**src/logic/uart_pkg.sv**
```systemverilog
// shared widths, register map, constants and state encodings; imported by every uart block
`default_nettype none

package uart_pkg;

	// --------------------
	// serial format
	// --------------------
	localparam int DATA_BITS  = 8;   // fixed, no parity
	localparam int OVERSAMPLE = 16;  // ticks per bit
	localparam int TICK_W     = $clog2(OVERSAMPLE);
	localparam int RX_CNT_W   = $clog2(OVERSAMPLE + OVERSAMPLE / 2); // must hold 1.5 bits

	localparam int RX_FIFO_DEPTH = 4; // power of two, pointers wrap by themselves
	localparam int FIFO_AW       = $clog2(RX_FIFO_DEPTH);

	typedef logic [DATA_BITS-1:0]         uart_byte_t;
	typedef logic [$clog2(DATA_BITS)-1:0] bit_idx_t;
	typedef logic [TICK_W-1:0]            tick_cnt_t;
	typedef logic [RX_CNT_W-1:0]          rx_cnt_t;
	typedef logic [15:0]                  baud_div_t;
	typedef logic [FIFO_AW-1:0]           fifo_ptr_t;
	typedef logic [FIFO_AW:0]             fifo_cnt_t; // one extra bit for full

	localparam tick_cnt_t TICK_LAST     = tick_cnt_t'(OVERSAMPLE - 1);
	localparam rx_cnt_t   RX_FIRST_WAIT = rx_cnt_t'(OVERSAMPLE + OVERSAMPLE / 2 - 1); // edge to mid bit0
	localparam rx_cnt_t   RX_BIT_WAIT   = rx_cnt_t'(OVERSAMPLE - 1); // mid bit to mid bit
	localparam fifo_cnt_t FIFO_FULL_CNT = fifo_cnt_t'(RX_FIFO_DEPTH);
	localparam baud_div_t DIV_RESET     = 16'd3;

	// --------------------
	// axi4-lite register map
	// --------------------
	typedef logic [3:0]  axi_addr_t;
	typedef logic [31:0] axi_data_t;
	typedef logic [1:0]  axi_resp_t;

	localparam axi_resp_t RESP_OKAY   = 2'b00;
	localparam axi_resp_t RESP_SLVERR = 2'b10;

	localparam axi_addr_t ADDR_DATA   = 4'h0; // write sends, read pops
	localparam axi_addr_t ADDR_STATUS = 4'h4; // write 1 to clear sticky bits
	localparam axi_addr_t ADDR_DIV    = 4'h8;
	localparam axi_addr_t ADDR_CTRL   = 4'hC;

	// status bit positions
	localparam int ST_RX_VALID  = 0;
	localparam int ST_RX_FULL   = 1;
	localparam int ST_TX_BUSY   = 2;
	localparam int ST_OVERRUN   = 3; // sticky
	localparam int ST_FRAME_ERR = 4; // sticky

	// ctrl bit positions
	localparam int CTRL_EN   = 0;
	localparam int CTRL_LOOP = 1;

	// --------------------
	// state machines
	// --------------------
	typedef enum logic [1:0] {IDLE, START, DATA, STOP} tx_state_t;
	typedef enum logic {WR_IDLE, WR_RESP} wr_state_t;
	typedef enum logic {RD_IDLE, RD_DATA} rd_state_t;

endpackage

`default_nettype wire

```
**src/logic/uart_baud_gen.sv**
```systemverilog
// oversample tick generator; one tick every baud_div+1 clocks while enabled, feeds tx and rx
`timescale 1ns/100ps
`default_nettype none

module uart_baud_gen (
	input  logic                clk,
	input  logic                rst_n,
	input  logic                enable,   // ctrl enable bit
	input  uart_pkg::baud_div_t baud_div, // from div register
	output logic                tick      // one clk wide
);
	import uart_pkg::*;

	baud_div_t cnt; // down counter, tick at zero

	always_ff @(posedge clk) begin
		if (!rst_n) begin
			cnt <= DIV_RESET;
		end else if (!enable) begin
			cnt <= baud_div; // parked at reload value
		end else if (cnt == '0) begin
			cnt <= baud_div; // new divisor only picked up here
		end else begin
			cnt <= cnt - 1'b1;
		end
	end

	// div of 0 gives a tick on every clk
	assign tick = enable && (cnt == '0);

endmodule

`default_nettype wire

```
**src/logic/uart_rx.sv**
```systemverilog
// uart receiver; 16x oversampled line in, byte out with one-cycle done or frame error pulse
`timescale 1ns/100ps
`default_nettype none

module uart_rx (
	input  logic                 clk,
	input  logic                 rst_n,
	input  logic                 tick,         // oversample tick
	input  logic                 rxd,          // async serial line
	output uart_pkg::uart_byte_t rx_data,      // valid with rx_done
	output logic                 rx_done,      // good stop bit
	output logic                 rx_frame_err  // low stop bit, byte dropped
);
	import uart_pkg::*;

	logic                rxd_meta; // first sync stage
	logic                rxd_sync;
	logic                rxd_prev; // for edge detect
	logic                busy;     // frame in progress
	rx_cnt_t             cnt;      // ticks to next sample
	logic [DATA_BITS:0]  sh;       // {data, marker}, marker walks down to bit 0
	logic                start_edge;
	logic                do_sample;
	logic                stop_sample;

	// --------------------
	// line sync and edge
	// --------------------
	always_ff @(posedge clk) begin
		if (!rst_n) begin
			rxd_meta <= 1'b1; // idle line is high
			rxd_sync <= 1'b1;
			rxd_prev <= 1'b1;
		end else begin
			rxd_meta <= rxd;
			rxd_sync <= rxd_meta;
			rxd_prev <= rxd_sync;
		end
	end

	// falling edge only counts while idle
	assign start_edge = !busy && rxd_prev && !rxd_sync;
	assign do_sample  = busy && tick && (cnt == '0);

	// --------------------
	// sample timing
	// --------------------
	always_ff @(posedge clk) begin
		if (!rst_n) begin
			busy <= 1'b0;
			cnt  <= '0;
		end else if (start_edge) begin
			busy <= 1'b1;
			cnt  <= RX_FIRST_WAIT; // skip start bit, land mid bit0
		end else if (do_sample) begin
			cnt <= RX_BIT_WAIT;
			if (sh[0]) begin
				busy <= 1'b0; // that was the stop bit
			end
		end else if (busy && tick) begin
			cnt <= cnt - 1'b1;
		end
	end

	// shift in lsb first, marker seeded at the top
	always_ff @(posedge clk) begin
		if (start_edge) begin
			sh <= {1'b1, {DATA_BITS{1'b0}}};
		end else if (do_sample && !sh[0]) begin
			sh <= {rxd_sync, sh[DATA_BITS:1]};
		end
	end

	assign rx_data = sh[DATA_BITS:1];

	// marker at bottom, this sample is the stop bit
	// pulses come half a bit before the stop bit ends
	assign stop_sample  = do_sample && sh[0];
	assign rx_done      = stop_sample && rxd_sync;
	assign rx_frame_err = stop_sample && !rxd_sync;

	// fifo push and error flag must never see both for one frame
	a_done_xor_err: assert property (@(posedge clk) disable iff (!rst_n)
		!(rx_done && rx_frame_err));

endmodule

`default_nettype wire

```
**src/logic/uart_tx.sv**
```systemverilog
// uart transmitter; one start bit, eight data bits lsb first, one stop bit per tx_start pulse
`timescale 1ns/100ps
`default_nettype none

module uart_tx (
	input  logic                 clk,
	input  logic                 rst_n,
	input  logic                 tick,     // oversample tick
	input  logic                 tx_start, // one cycle, only when idle
	input  uart_pkg::uart_byte_t tx_data,
	output logic                 txd,
	output logic                 tx_busy
);
	import uart_pkg::*;

	tx_state_t  state;
	tick_cnt_t  tick_cnt; // ticks into the current bit
	bit_idx_t   bit_idx;  // data bit being sent
	uart_byte_t shreg;    // shifts right, bit 0 on the line
	logic       bit_end;

	assign bit_end = tick && (tick_cnt == TICK_LAST);

	always_ff @(posedge clk) begin
		if (!rst_n) begin
			state    <= IDLE;
			tick_cnt <= '0;
			bit_idx  <= '0;
		end else begin
			if (state == IDLE) begin
				tick_cnt <= '0;
			end else if (tick) begin
				tick_cnt <= tick_cnt + 1'b1; // wraps to 0 at bit end
			end
			case (state)
				IDLE: begin
					if (tx_start) begin
						state <= START;
					end
				end
				START: begin
					if (bit_end) begin
						state   <= DATA;
						bit_idx <= '0;
					end
				end
				DATA: begin
					if (bit_end) begin
						bit_idx <= bit_idx + 1'b1;
						if (bit_idx == bit_idx_t'(DATA_BITS - 1)) begin
							state <= STOP;
						end
					end
				end
				default: begin // stop bit
					if (bit_end) begin
						state <= IDLE;
					end
				end
			endcase
		end
	end

	// byte register, loaded on start
	always_ff @(posedge clk) begin
		if (state == IDLE && tx_start) begin
			shreg <= tx_data;
		end else if (state == DATA && bit_end) begin
			shreg <= shreg >> 1;
		end
	end

	always_comb begin
		case (state)
			START:   txd = 1'b0;
			DATA:    txd = shreg[0];
			default: txd = 1'b1; // idle and stop
		endcase
	end

	assign tx_busy = (state != IDLE);

	// register side has to wait for busy to drop before sending again
	a_no_start_busy: assert property (@(posedge clk) disable iff (!rst_n)
		tx_start |-> !tx_busy);

endmodule

`default_nettype wire

```
**src/logic/uart_rx_fifo.sv**
```systemverilog
// receive fifo; holds bytes from the receiver until software pops them through the data register
`timescale 1ns/100ps
`default_nettype none

module uart_rx_fifo (
	input  logic                 clk,
	input  logic                 rst_n,
	input  logic                 push,      // rx_done that may arrive when full
	input  uart_pkg::uart_byte_t push_data,
	input  logic                 pop,       // completed data read
	output uart_pkg::uart_byte_t pop_data,  // oldest entry
	output logic                 empty,
	output logic                 full
);
	import uart_pkg::*;

	uart_byte_t mem [RX_FIFO_DEPTH];
	fifo_ptr_t  wr_ptr;
	fifo_ptr_t  rd_ptr;
	fifo_cnt_t  count;
	logic       do_push; // push that actually lands
	logic       do_pop;

	assign do_push = push && !full; // dropped when full and regs flags overrun
	assign do_pop  = pop && !empty;

	always_ff @(posedge clk) begin
		if (do_push) begin
			mem[wr_ptr] <= push_data;
		end
	end

	always_ff @(posedge clk) begin
		if (!rst_n) begin
			wr_ptr <= '0;
			rd_ptr <= '0;
			count  <= '0;
		end else begin
			if (do_push) begin
				wr_ptr <= wr_ptr + 1'b1; // natural wrap
			end
			if (do_pop) begin
				rd_ptr <= rd_ptr + 1'b1;
			end
			case ({do_push, do_pop})
				2'b10:   count <= count + 1'b1;
				2'b01:   count <= count - 1'b1;
				default: count <= count; // both or neither
			endcase
		end
	end

	assign pop_data = mem[rd_ptr];
	assign empty    = (count == '0);
	assign full     = (count == FIFO_FULL_CNT);

	// regs only pops after a read that saw data
	a_no_pop_empty: assert property (@(posedge clk) disable iff (!rst_n)
		pop |-> !empty);

	// pointer distance tracks the count and wraps to zero when full
	a_ptr_count: assert property (@(posedge clk) disable iff (!rst_n)
		fifo_ptr_t'(wr_ptr - rd_ptr) == fifo_ptr_t'(count));

endmodule

`default_nettype wire

```
**src/logic/uart_regs.sv**
```systemverilog
// axi4-lite register block; data, status, divisor and ctrl registers, sticky flags, loopback mux
`timescale 1ns/100ps
`default_nettype none

module uart_regs (
	input  logic                 clk,
	input  logic                 rst_n,
	input  logic                 awvalid,
	output logic                 awready,
	input  uart_pkg::axi_addr_t  awaddr,
	input  logic                 wvalid,
	output logic                 wready,
	input  uart_pkg::axi_data_t  wdata,
	input  logic [3:0]           wstrb,    // strobes not supported, full word writes
	output logic                 bvalid,
	input  logic                 bready,
	output uart_pkg::axi_resp_t  bresp,
	input  logic                 arvalid,
	output logic                 arready,
	input  uart_pkg::axi_addr_t  araddr,
	output logic                 rvalid,
	input  logic                 rready,
	output uart_pkg::axi_data_t  rdata,
	output uart_pkg::axi_resp_t  rresp,
	output uart_pkg::baud_div_t  baud_div,
	output logic                 enable,
	output logic                 tx_start,
	output uart_pkg::uart_byte_t tx_data,
	input  logic                 tx_busy,
	input  logic                 txd_loop,  // own txd for loopback
	input  logic                 rxd_ext,   // pin
	output logic                 rx_line,   // to receiver
	input  logic                 rx_done,
	input  logic                 rx_frame_err,
	output logic                 fifo_pop,
	input  uart_pkg::uart_byte_t fifo_data,
	input  logic                 fifo_empty,
	input  logic                 fifo_full
);
	import uart_pkg::*;

	wr_state_t wr_state;
	rd_state_t rd_state;
	logic      ctrl_loop;
	logic      overrun;     // sticky
	logic      frame_err;   // sticky
	logic      rd_pop_pend; // read in flight holds a real fifo byte
	logic      wr_fire;
	logic      rd_fire;
	logic      rd_done;
	logic      tx_blocked;
	logic      sts_clr;
	axi_data_t status_word;
	axi_data_t rd_word;

	// --------------------
	// write channel
	// --------------------
	assign wr_fire    = (wr_state == WR_IDLE) && awvalid && wvalid; // addr and data together
	assign awready    = wr_fire;
	assign wready     = wr_fire;
	assign bvalid     = (wr_state == WR_RESP);
	assign tx_blocked = tx_busy || tx_start; // covers the cycle before busy rises
	assign sts_clr    = wr_fire && (awaddr == ADDR_STATUS);

	always_ff @(posedge clk) begin
		if (!rst_n) begin
			wr_state  <= WR_IDLE;
			bresp     <= RESP_OKAY;
			baud_div  <= DIV_RESET;
			enable    <= 1'b0;
			ctrl_loop <= 1'b0;
			tx_start  <= 1'b0;
		end else begin
			tx_start <= 1'b0; // single pulse
			if (wr_fire) begin
				wr_state <= WR_RESP;
				bresp    <= RESP_OKAY;
				case (awaddr)
					ADDR_DATA: begin
						if (tx_blocked) begin
							bresp <= RESP_SLVERR; // byte dropped
						end else begin
							tx_start <= enable; // disabled block drops it quietly
						end
					end
					ADDR_STATUS: bresp <= RESP_OKAY; // w1c below
					ADDR_DIV:    baud_div <= wdata[$bits(baud_div_t)-1:0];
					ADDR_CTRL: begin
						enable    <= wdata[CTRL_EN];
						ctrl_loop <= wdata[CTRL_LOOP];
					end
					default: bresp <= RESP_SLVERR; // unmapped
				endcase
			end else if (bvalid && bready) begin
				wr_state <= WR_IDLE;
			end
		end
	end

	always_ff @(posedge clk) begin
		if (wr_fire && awaddr == ADDR_DATA && !tx_blocked) begin
			tx_data <= wdata[DATA_BITS-1:0];
		end
	end

	// sticky flags, a new event wins over a clear
	always_ff @(posedge clk) begin
		if (!rst_n) begin
			overrun   <= 1'b0;
			frame_err <= 1'b0;
		end else begin
			if (rx_done && fifo_full) begin
				overrun <= 1'b1;
			end else if (sts_clr && wdata[ST_OVERRUN]) begin
				overrun <= 1'b0;
			end
			if (rx_frame_err) begin
				frame_err <= 1'b1;
			end else if (sts_clr && wdata[ST_FRAME_ERR]) begin
				frame_err <= 1'b0;
			end
		end
	end

	// --------------------
	// read channel
	// --------------------
	assign arready  = (rd_state == RD_IDLE);
	assign rvalid   = (rd_state == RD_DATA);
	assign rd_fire  = arvalid && arready;
	assign rd_done  = rvalid && rready;
	assign rresp    = RESP_OKAY; // reads never fail
	assign fifo_pop = rd_done && rd_pop_pend;

	always_comb begin
		status_word               = '0;
		status_word[ST_RX_VALID]  = !fifo_empty;
		status_word[ST_RX_FULL]   = fifo_full;
		status_word[ST_TX_BUSY]   = tx_blocked;
		status_word[ST_OVERRUN]   = overrun;
		status_word[ST_FRAME_ERR] = frame_err;
	end

	always_comb begin
		rd_word = '0; // unmapped reads zero
		case (araddr)
			ADDR_DATA:   rd_word = fifo_empty ? '0 : axi_data_t'(fifo_data);
			ADDR_STATUS: rd_word = status_word;
			ADDR_DIV:    rd_word = axi_data_t'(baud_div);
			ADDR_CTRL: begin
				rd_word[CTRL_EN]   = enable;
				rd_word[CTRL_LOOP] = ctrl_loop;
			end
			default: rd_word = '0;
		endcase
	end

	always_ff @(posedge clk) begin
		if (!rst_n) begin
			rd_state    <= RD_IDLE;
			rd_pop_pend <= 1'b0;
		end else if (rd_fire) begin
			rd_state    <= RD_DATA;
			rd_pop_pend <= (araddr == ADDR_DATA) && !fifo_empty;
		end else if (rd_done) begin
			rd_state    <= RD_IDLE;
			rd_pop_pend <= 1'b0;
		end
	end

	// held until rready, head entry cannot move meanwhile
	always_ff @(posedge clk) begin
		if (rd_fire) begin
			rdata <= rd_word;
		end
	end

	assign rx_line = ctrl_loop ? txd_loop : rxd_ext;

	// response must wait for the master
	a_bvalid_hold: assert property (@(posedge clk) disable iff (!rst_n)
		(bvalid && !bready) |=> bvalid);

endmodule

`default_nettype wire

```
**src/logic/uart_top.sv**
```systemverilog
// uart peripheral top; axi4-lite register block driving baud generator, tx, rx and receive fifo
`timescale 1ns/100ps
`default_nettype none

module uart_top (
	input  logic                clk,
	input  logic                rst_n,
	input  logic                awvalid,
	output logic                awready,
	input  uart_pkg::axi_addr_t awaddr,
	input  logic                wvalid,
	output logic                wready,
	input  uart_pkg::axi_data_t wdata,
	input  logic [3:0]          wstrb,
	output logic                bvalid,
	input  logic                bready,
	output uart_pkg::axi_resp_t bresp,
	input  logic                arvalid,
	output logic                arready,
	input  uart_pkg::axi_addr_t araddr,
	output logic                rvalid,
	input  logic                rready,
	output uart_pkg::axi_data_t rdata,
	output uart_pkg::axi_resp_t rresp,
	input  logic                rxd,
	output logic                txd
);
	import uart_pkg::*;

	baud_div_t  baud_div;
	logic       enable;
	logic       tick;     // shared oversample tick
	logic       tx_start;
	uart_byte_t tx_data;
	logic       tx_busy;
	logic       rx_line;  // pin or loopback
	uart_byte_t rx_data;
	logic       rx_done;
	logic       rx_frame_err;
	logic       fifo_pop;
	uart_byte_t fifo_data;
	logic       fifo_empty;
	logic       fifo_full;

	uart_regs i_regs (
		.clk(clk), .rst_n(rst_n),
		.awvalid(awvalid), .awready(awready), .awaddr(awaddr),
		.wvalid(wvalid), .wready(wready), .wdata(wdata), .wstrb(wstrb),
		.bvalid(bvalid), .bready(bready), .bresp(bresp),
		.arvalid(arvalid), .arready(arready), .araddr(araddr),
		.rvalid(rvalid), .rready(rready), .rdata(rdata), .rresp(rresp),
		.baud_div(baud_div), .enable(enable),
		.tx_start(tx_start), .tx_data(tx_data), .tx_busy(tx_busy),
		.txd_loop(txd), .rxd_ext(rxd), .rx_line(rx_line),
		.rx_done(rx_done), .rx_frame_err(rx_frame_err),
		.fifo_pop(fifo_pop), .fifo_data(fifo_data),
		.fifo_empty(fifo_empty), .fifo_full(fifo_full)
	);

	uart_baud_gen i_baud (
		.clk(clk), .rst_n(rst_n), .enable(enable), .baud_div(baud_div), .tick(tick)
	);

	uart_tx i_tx (
		.clk(clk), .rst_n(rst_n), .tick(tick), .tx_start(tx_start),
		.tx_data(tx_data), .txd(txd), .tx_busy(tx_busy)
	);

	uart_rx i_rx (
		.clk(clk), .rst_n(rst_n), .tick(tick), .rxd(rx_line),
		.rx_data(rx_data), .rx_done(rx_done), .rx_frame_err(rx_frame_err)
	);

	// push straight from rx, fifo drops it when full
	uart_rx_fifo i_fifo (
		.clk(clk), .rst_n(rst_n), .push(rx_done), .push_data(rx_data),
		.pop(fifo_pop), .pop_data(fifo_data), .empty(fifo_empty), .full(fifo_full)
	);

endmodule

`default_nettype wire

```
**config.mk**
```make
export PLATFORM = sky130hd
export DESIGN_NAME = uart_top
export DESIGN_NICKNAME = d
export VERILOG_FILES = /design/src/logic/uart_pkg.sv /design/src/logic/uart_baud_gen.sv /design/src/logic/uart_rx.sv /design/src/logic/uart_tx.sv /design/src/logic/uart_rx_fifo.sv /design/src/logic/uart_regs.sv /design/src/logic/uart_top.sv
export SDC_FILE = /design/constraint.sdc
export NUM_CORES = 1
export LEC_CHECK = 0
export BUFFER_PORTS_ARGS = -buffer_cell sky130_fd_sc_hd__buf_2
export CORE_UTILIZATION = 35
export CTS_BUF_LIST = sky130_fd_sc_hd__clkbuf_4 sky130_fd_sc_hd__clkbuf_8
export CTS_CLUSTER_DIAMETER = 200
export CTS_CLUSTER_SIZE = 16
export DETAILED_ROUTE_END_ITERATION = 10
export GPL_ROUTABILITY_DRIVEN = 0
export MAX_ROUTING_LAYER = met4
export PLACE_DENSITY_LB_ADDON = 0.15
export SYNTH_ARGS = -nofsm -noshare
export SYNTH_HDL_FRONTEND = slang
export SYNTH_SLANG_ARGS = --single-unit
export TNS_END_PERCENT = 100
```
**constraint.sdc**
```tcl
create_clock -name clk -period 4.6 [get_ports clk]
set_input_delay 0.46 -clock clk [delete_from_list [all_inputs] [get_ports clk]]
set_output_delay 0.46 -clock clk [all_outputs]
set_load 0.01 [all_outputs]
```
==> impl_results.md <==
- Total clock sinks: 141
- Clock insertion delay at the later pin of the skew report: 450 ps
- Worst endpoint data arrival time: 3660 ps
- Vias: 4,012
- Finished Layout Cells: 843
- Pwr dens: 366.0 nW/um^2
- Crit start category: flip-flop
- Vias in the first global route: 4,037
- RSZ-0062 raised after global routing: no
- CTS tree: done
- Top cell type's share of synthesized area: 0.3175
- Cell taking the most area after synthesis: edfxtp_1
- Rows: 47
- Worst-Margin Slew: 1028 ps
- Hold-fix buffers, CTS: 0
- Syn Std Cell Area: 6053 sq um
- First-pass GRT wire length: 20.63 mm
- Worst hold margin: 201.1 ps
- DRT Wirelength: 12.72 mm
- Peak supply drop: 0.1726 mV
- Final #Nets: 676
- Leak Pwr: 2.653 nW
- Syn-to-layout area delta: 15.25%
- Fin. Hold Viols: 0
- Full die area: 17,820 sq um
- Synth area leaders: edfxtp_1, dfxtp_1, nand2_1, ha_1, nor2_1
- Synth warn: 0
- # DRC: 0
- Fin crit share: 0.7128
- Main synth FF type: dfxtp_1
- DIE HEIGHT: 133.5 um
- CP max stage cell: or4_1
- FF/Latch Area: 3463 sq um
- Register area share after synthesis: 0.5721
- CP endpoint kind: flip-flop
- Crit path cell chain: or4_1 > or4_4 > nor4_4 > inv_1 > ha_1 > inv_1 > fa_1 > xor2_1 > or3_1 > a21oi_1
- Overflow after GRT: 0
- # H-tree levels: 4
- Max incr delay on CP: 660 ps
- Antenna-violating nets left: 0
- Clock-pin slew on the worst setup and hold paths: 80 ps
- Critical Path RT: 4980 ps
- Area after DPL: 6520 sq um
- # fillers: 1,628
- Crit-path most repeated cell: inv_1
- # IOs: 94
- Final min period: 3279 ps
- Total track usage: 0.1580
- Max cap viols: 0
- Post-DP HPWL: 9.038 mm
- Yosys cell types: 50
- Num CTS Buffers: 17
- Clock Path Buffers: 2
- Reg2Reg Depth: 10
- Initial Util: 0.3612
- Hold Crit Class: input port to flip-flop
- Largest net degree at the start of global routing: 44
- Yosys reg bits: 141
- 1st-iter DRT viols: 171
- Count leader, synth: dfxtp_1
- Routed length per instance: 15.08 um
- Via/cell ratio: 4.759
- Floorplan Core Area: 16,760 sq um
- Worst slew margin: 0.3117
- Port Buf Inserts: 54
- Mean Syn Cell Area: 11.03 sq um
- Post-cts sizing count: 0
- Number of setup buffers added after CTS: 0
- Post-route cell area: 6977 sq um
- Post-placement cell count: 809
- Crit Path Category: flip-flop to flip-flop
- Root buffer cell: clkbuf_8
- Share of synthesized registers carrying an async set or reset: 0
- Clk_skew: 10.35 ps
- Status: finished, final reports clean
- Fin. max-slew vios: 0
- EDFF count, synth: 64
- Initial antenna violation count: 2
- Multi-input logic area: 2338 sq um
- FMAX: 305.0 MHz
- Top cells by count, synth: dfxtp_1, edfxtp_1, nand2_1
- Drt first pass iters: 4
- Final TNS setup: 0 ps
- Die width: 133.5 um
- Layout cells sized above 1: 0.1916
- WHS Path Cells: 1
- Syn Inst Count: 549
- CP max FO: 7
- Final Setup Violations: 0
## placed cells by master, fill, tap and decap left out, drive strengths merged, types with 7 or more instances in the layout
| cell | count |
|---|---|
| nor2 | 50 |
| mux4 | 8 |
| nor3 | 13 |
| dfxtp | 77 |
| conb | 19 |
| a21oi | 30 |
| mux2i | 13 |
| nand3 | 14 |
| clkbuf | 17 |
| ha | 15 |
| buf | 62 |
| nand2b | 9 |
| mux2 | 10 |
| o21ai | 18 |
| and2 | 13 |
| inv | 32 |
| nand2 | 53 |
| xor2 | 12 |
| edfxtp | 64 |
| xnor2 | 9 |
| nor4 | 7 |
| a211oi | 11 |
## state kept, by name, indices dropped and copies added, names as in the netlist, 2 cells and up, named ones only
signal / count
i_baud.cnt: 16
i_fifo.count: 3
i_fifo.mem: 32
i_fifo.rd_ptr: 2
i_fifo.wr_ptr: 2
i_regs.baud_div: 16
i_regs.rdata: 16
i_regs.tx_data: 8
i_rx.cnt: 5
i_rx.sh: 9
i_tx.bit_idx: 3
i_tx.shreg: 8
i_tx.state: 2
i_tx.tick_cnt: 4
## per-stage QoR
stage | setup slack (ps) | total power (W) | utilization
finish | 1321 | 0.002554 | 0.4163
global route | 1141 | 0.002654 | 0.4163
CTS | 1269 | 0.002584 | 0.4160
detailed placement | 1295 | 0.001452 | 0.3890
global placement | 1383 | 0.001450 | 0.3890
floorplan | 1662 | 0.001417 | -
## worst max-delay path: cells and delay by family, from the launching register on
family	cells	cell delay [ps]
adders and majority gates	2	400
buffers and inverters	2	170
AOI/OAI and AO/OA	1	150
DFF	1	350
xor gates and xnor gates	1	70
and+or+nand+nor	4	2060
## per-layer routing
layer | part of all wire | up-vias | global-route usage
met5 | 0 | - | -
met4 | 0.014 | 0 | 0.05619
met3 | 0.044 | 18 | 0.04718
met2 | 0.48 | 75 | 0.2555
met1 | 0.46 | 1901 | 0.1861
li1 | - | 2018 | -
## cell families (layout without fill, tap and decap cells)
logic type,after synthesis,in the layout,synth area share
xor gates and xnor gates,21,21,0.03039
buffers and inverters,70,124,0.05622
DFF,141,141,0.5721
other,1,21,0.0006195
AOI/OAI and AO/OA,82,82,0.08330
muxes,31,31,0.06986
and+or+nand+nor,187,187,0.1532
adders and majority gates,16,16,0.03431
## final timing paths
kind                                        to  slack (ps)                startpoint
setup / recovery  i_fifo.count[2]$_SDFFE_PN0P_        1320  i_baud.cnt[7]$_SDFF_PN0_
hold / removal     i_regs.tx_data[6]$_DFFE_PP_         200                  wdata[6]
setup reg to reg  i_fifo.count[2]$_SDFFE_PN0P_        1320  i_baud.cnt[7]$_SDFF_PN0_
hold reg to reg       i_rx.rxd_sync$_SDFF_PN1_         430  i_rx.rxd_meta$_SDFF_PN1_
## area by class of cell
| type | instances | share of cell area |
|---|---|---|
| clock buffers | 17 | 0.03354 |
| well taps | 220 | 0.03945 |
| repair buffers | 62 | 0.04735 |
| multi-input cells | 356 | 0.3352 |
| flip-flops and latches | 141 | 0.4964 |
| clock inverters | 15 | 0.03121 |
| inverters | 30 | 0.01614 |
| diodes | 2 | 0.0007174 |
## report_power, final
| part | total (W) | switching, W | internal (W) |
|---|---|---|---|
| Combinational | 0.0000974 | 0.0000626 | 0.0000348 |
| Sequential | 0.00132 | 0.00000827 | 0.00132 |
| Clock | 0.00113 | 0.000487 | 0.000645 |
Note: power is estimated with default switching activity, not from simulation.
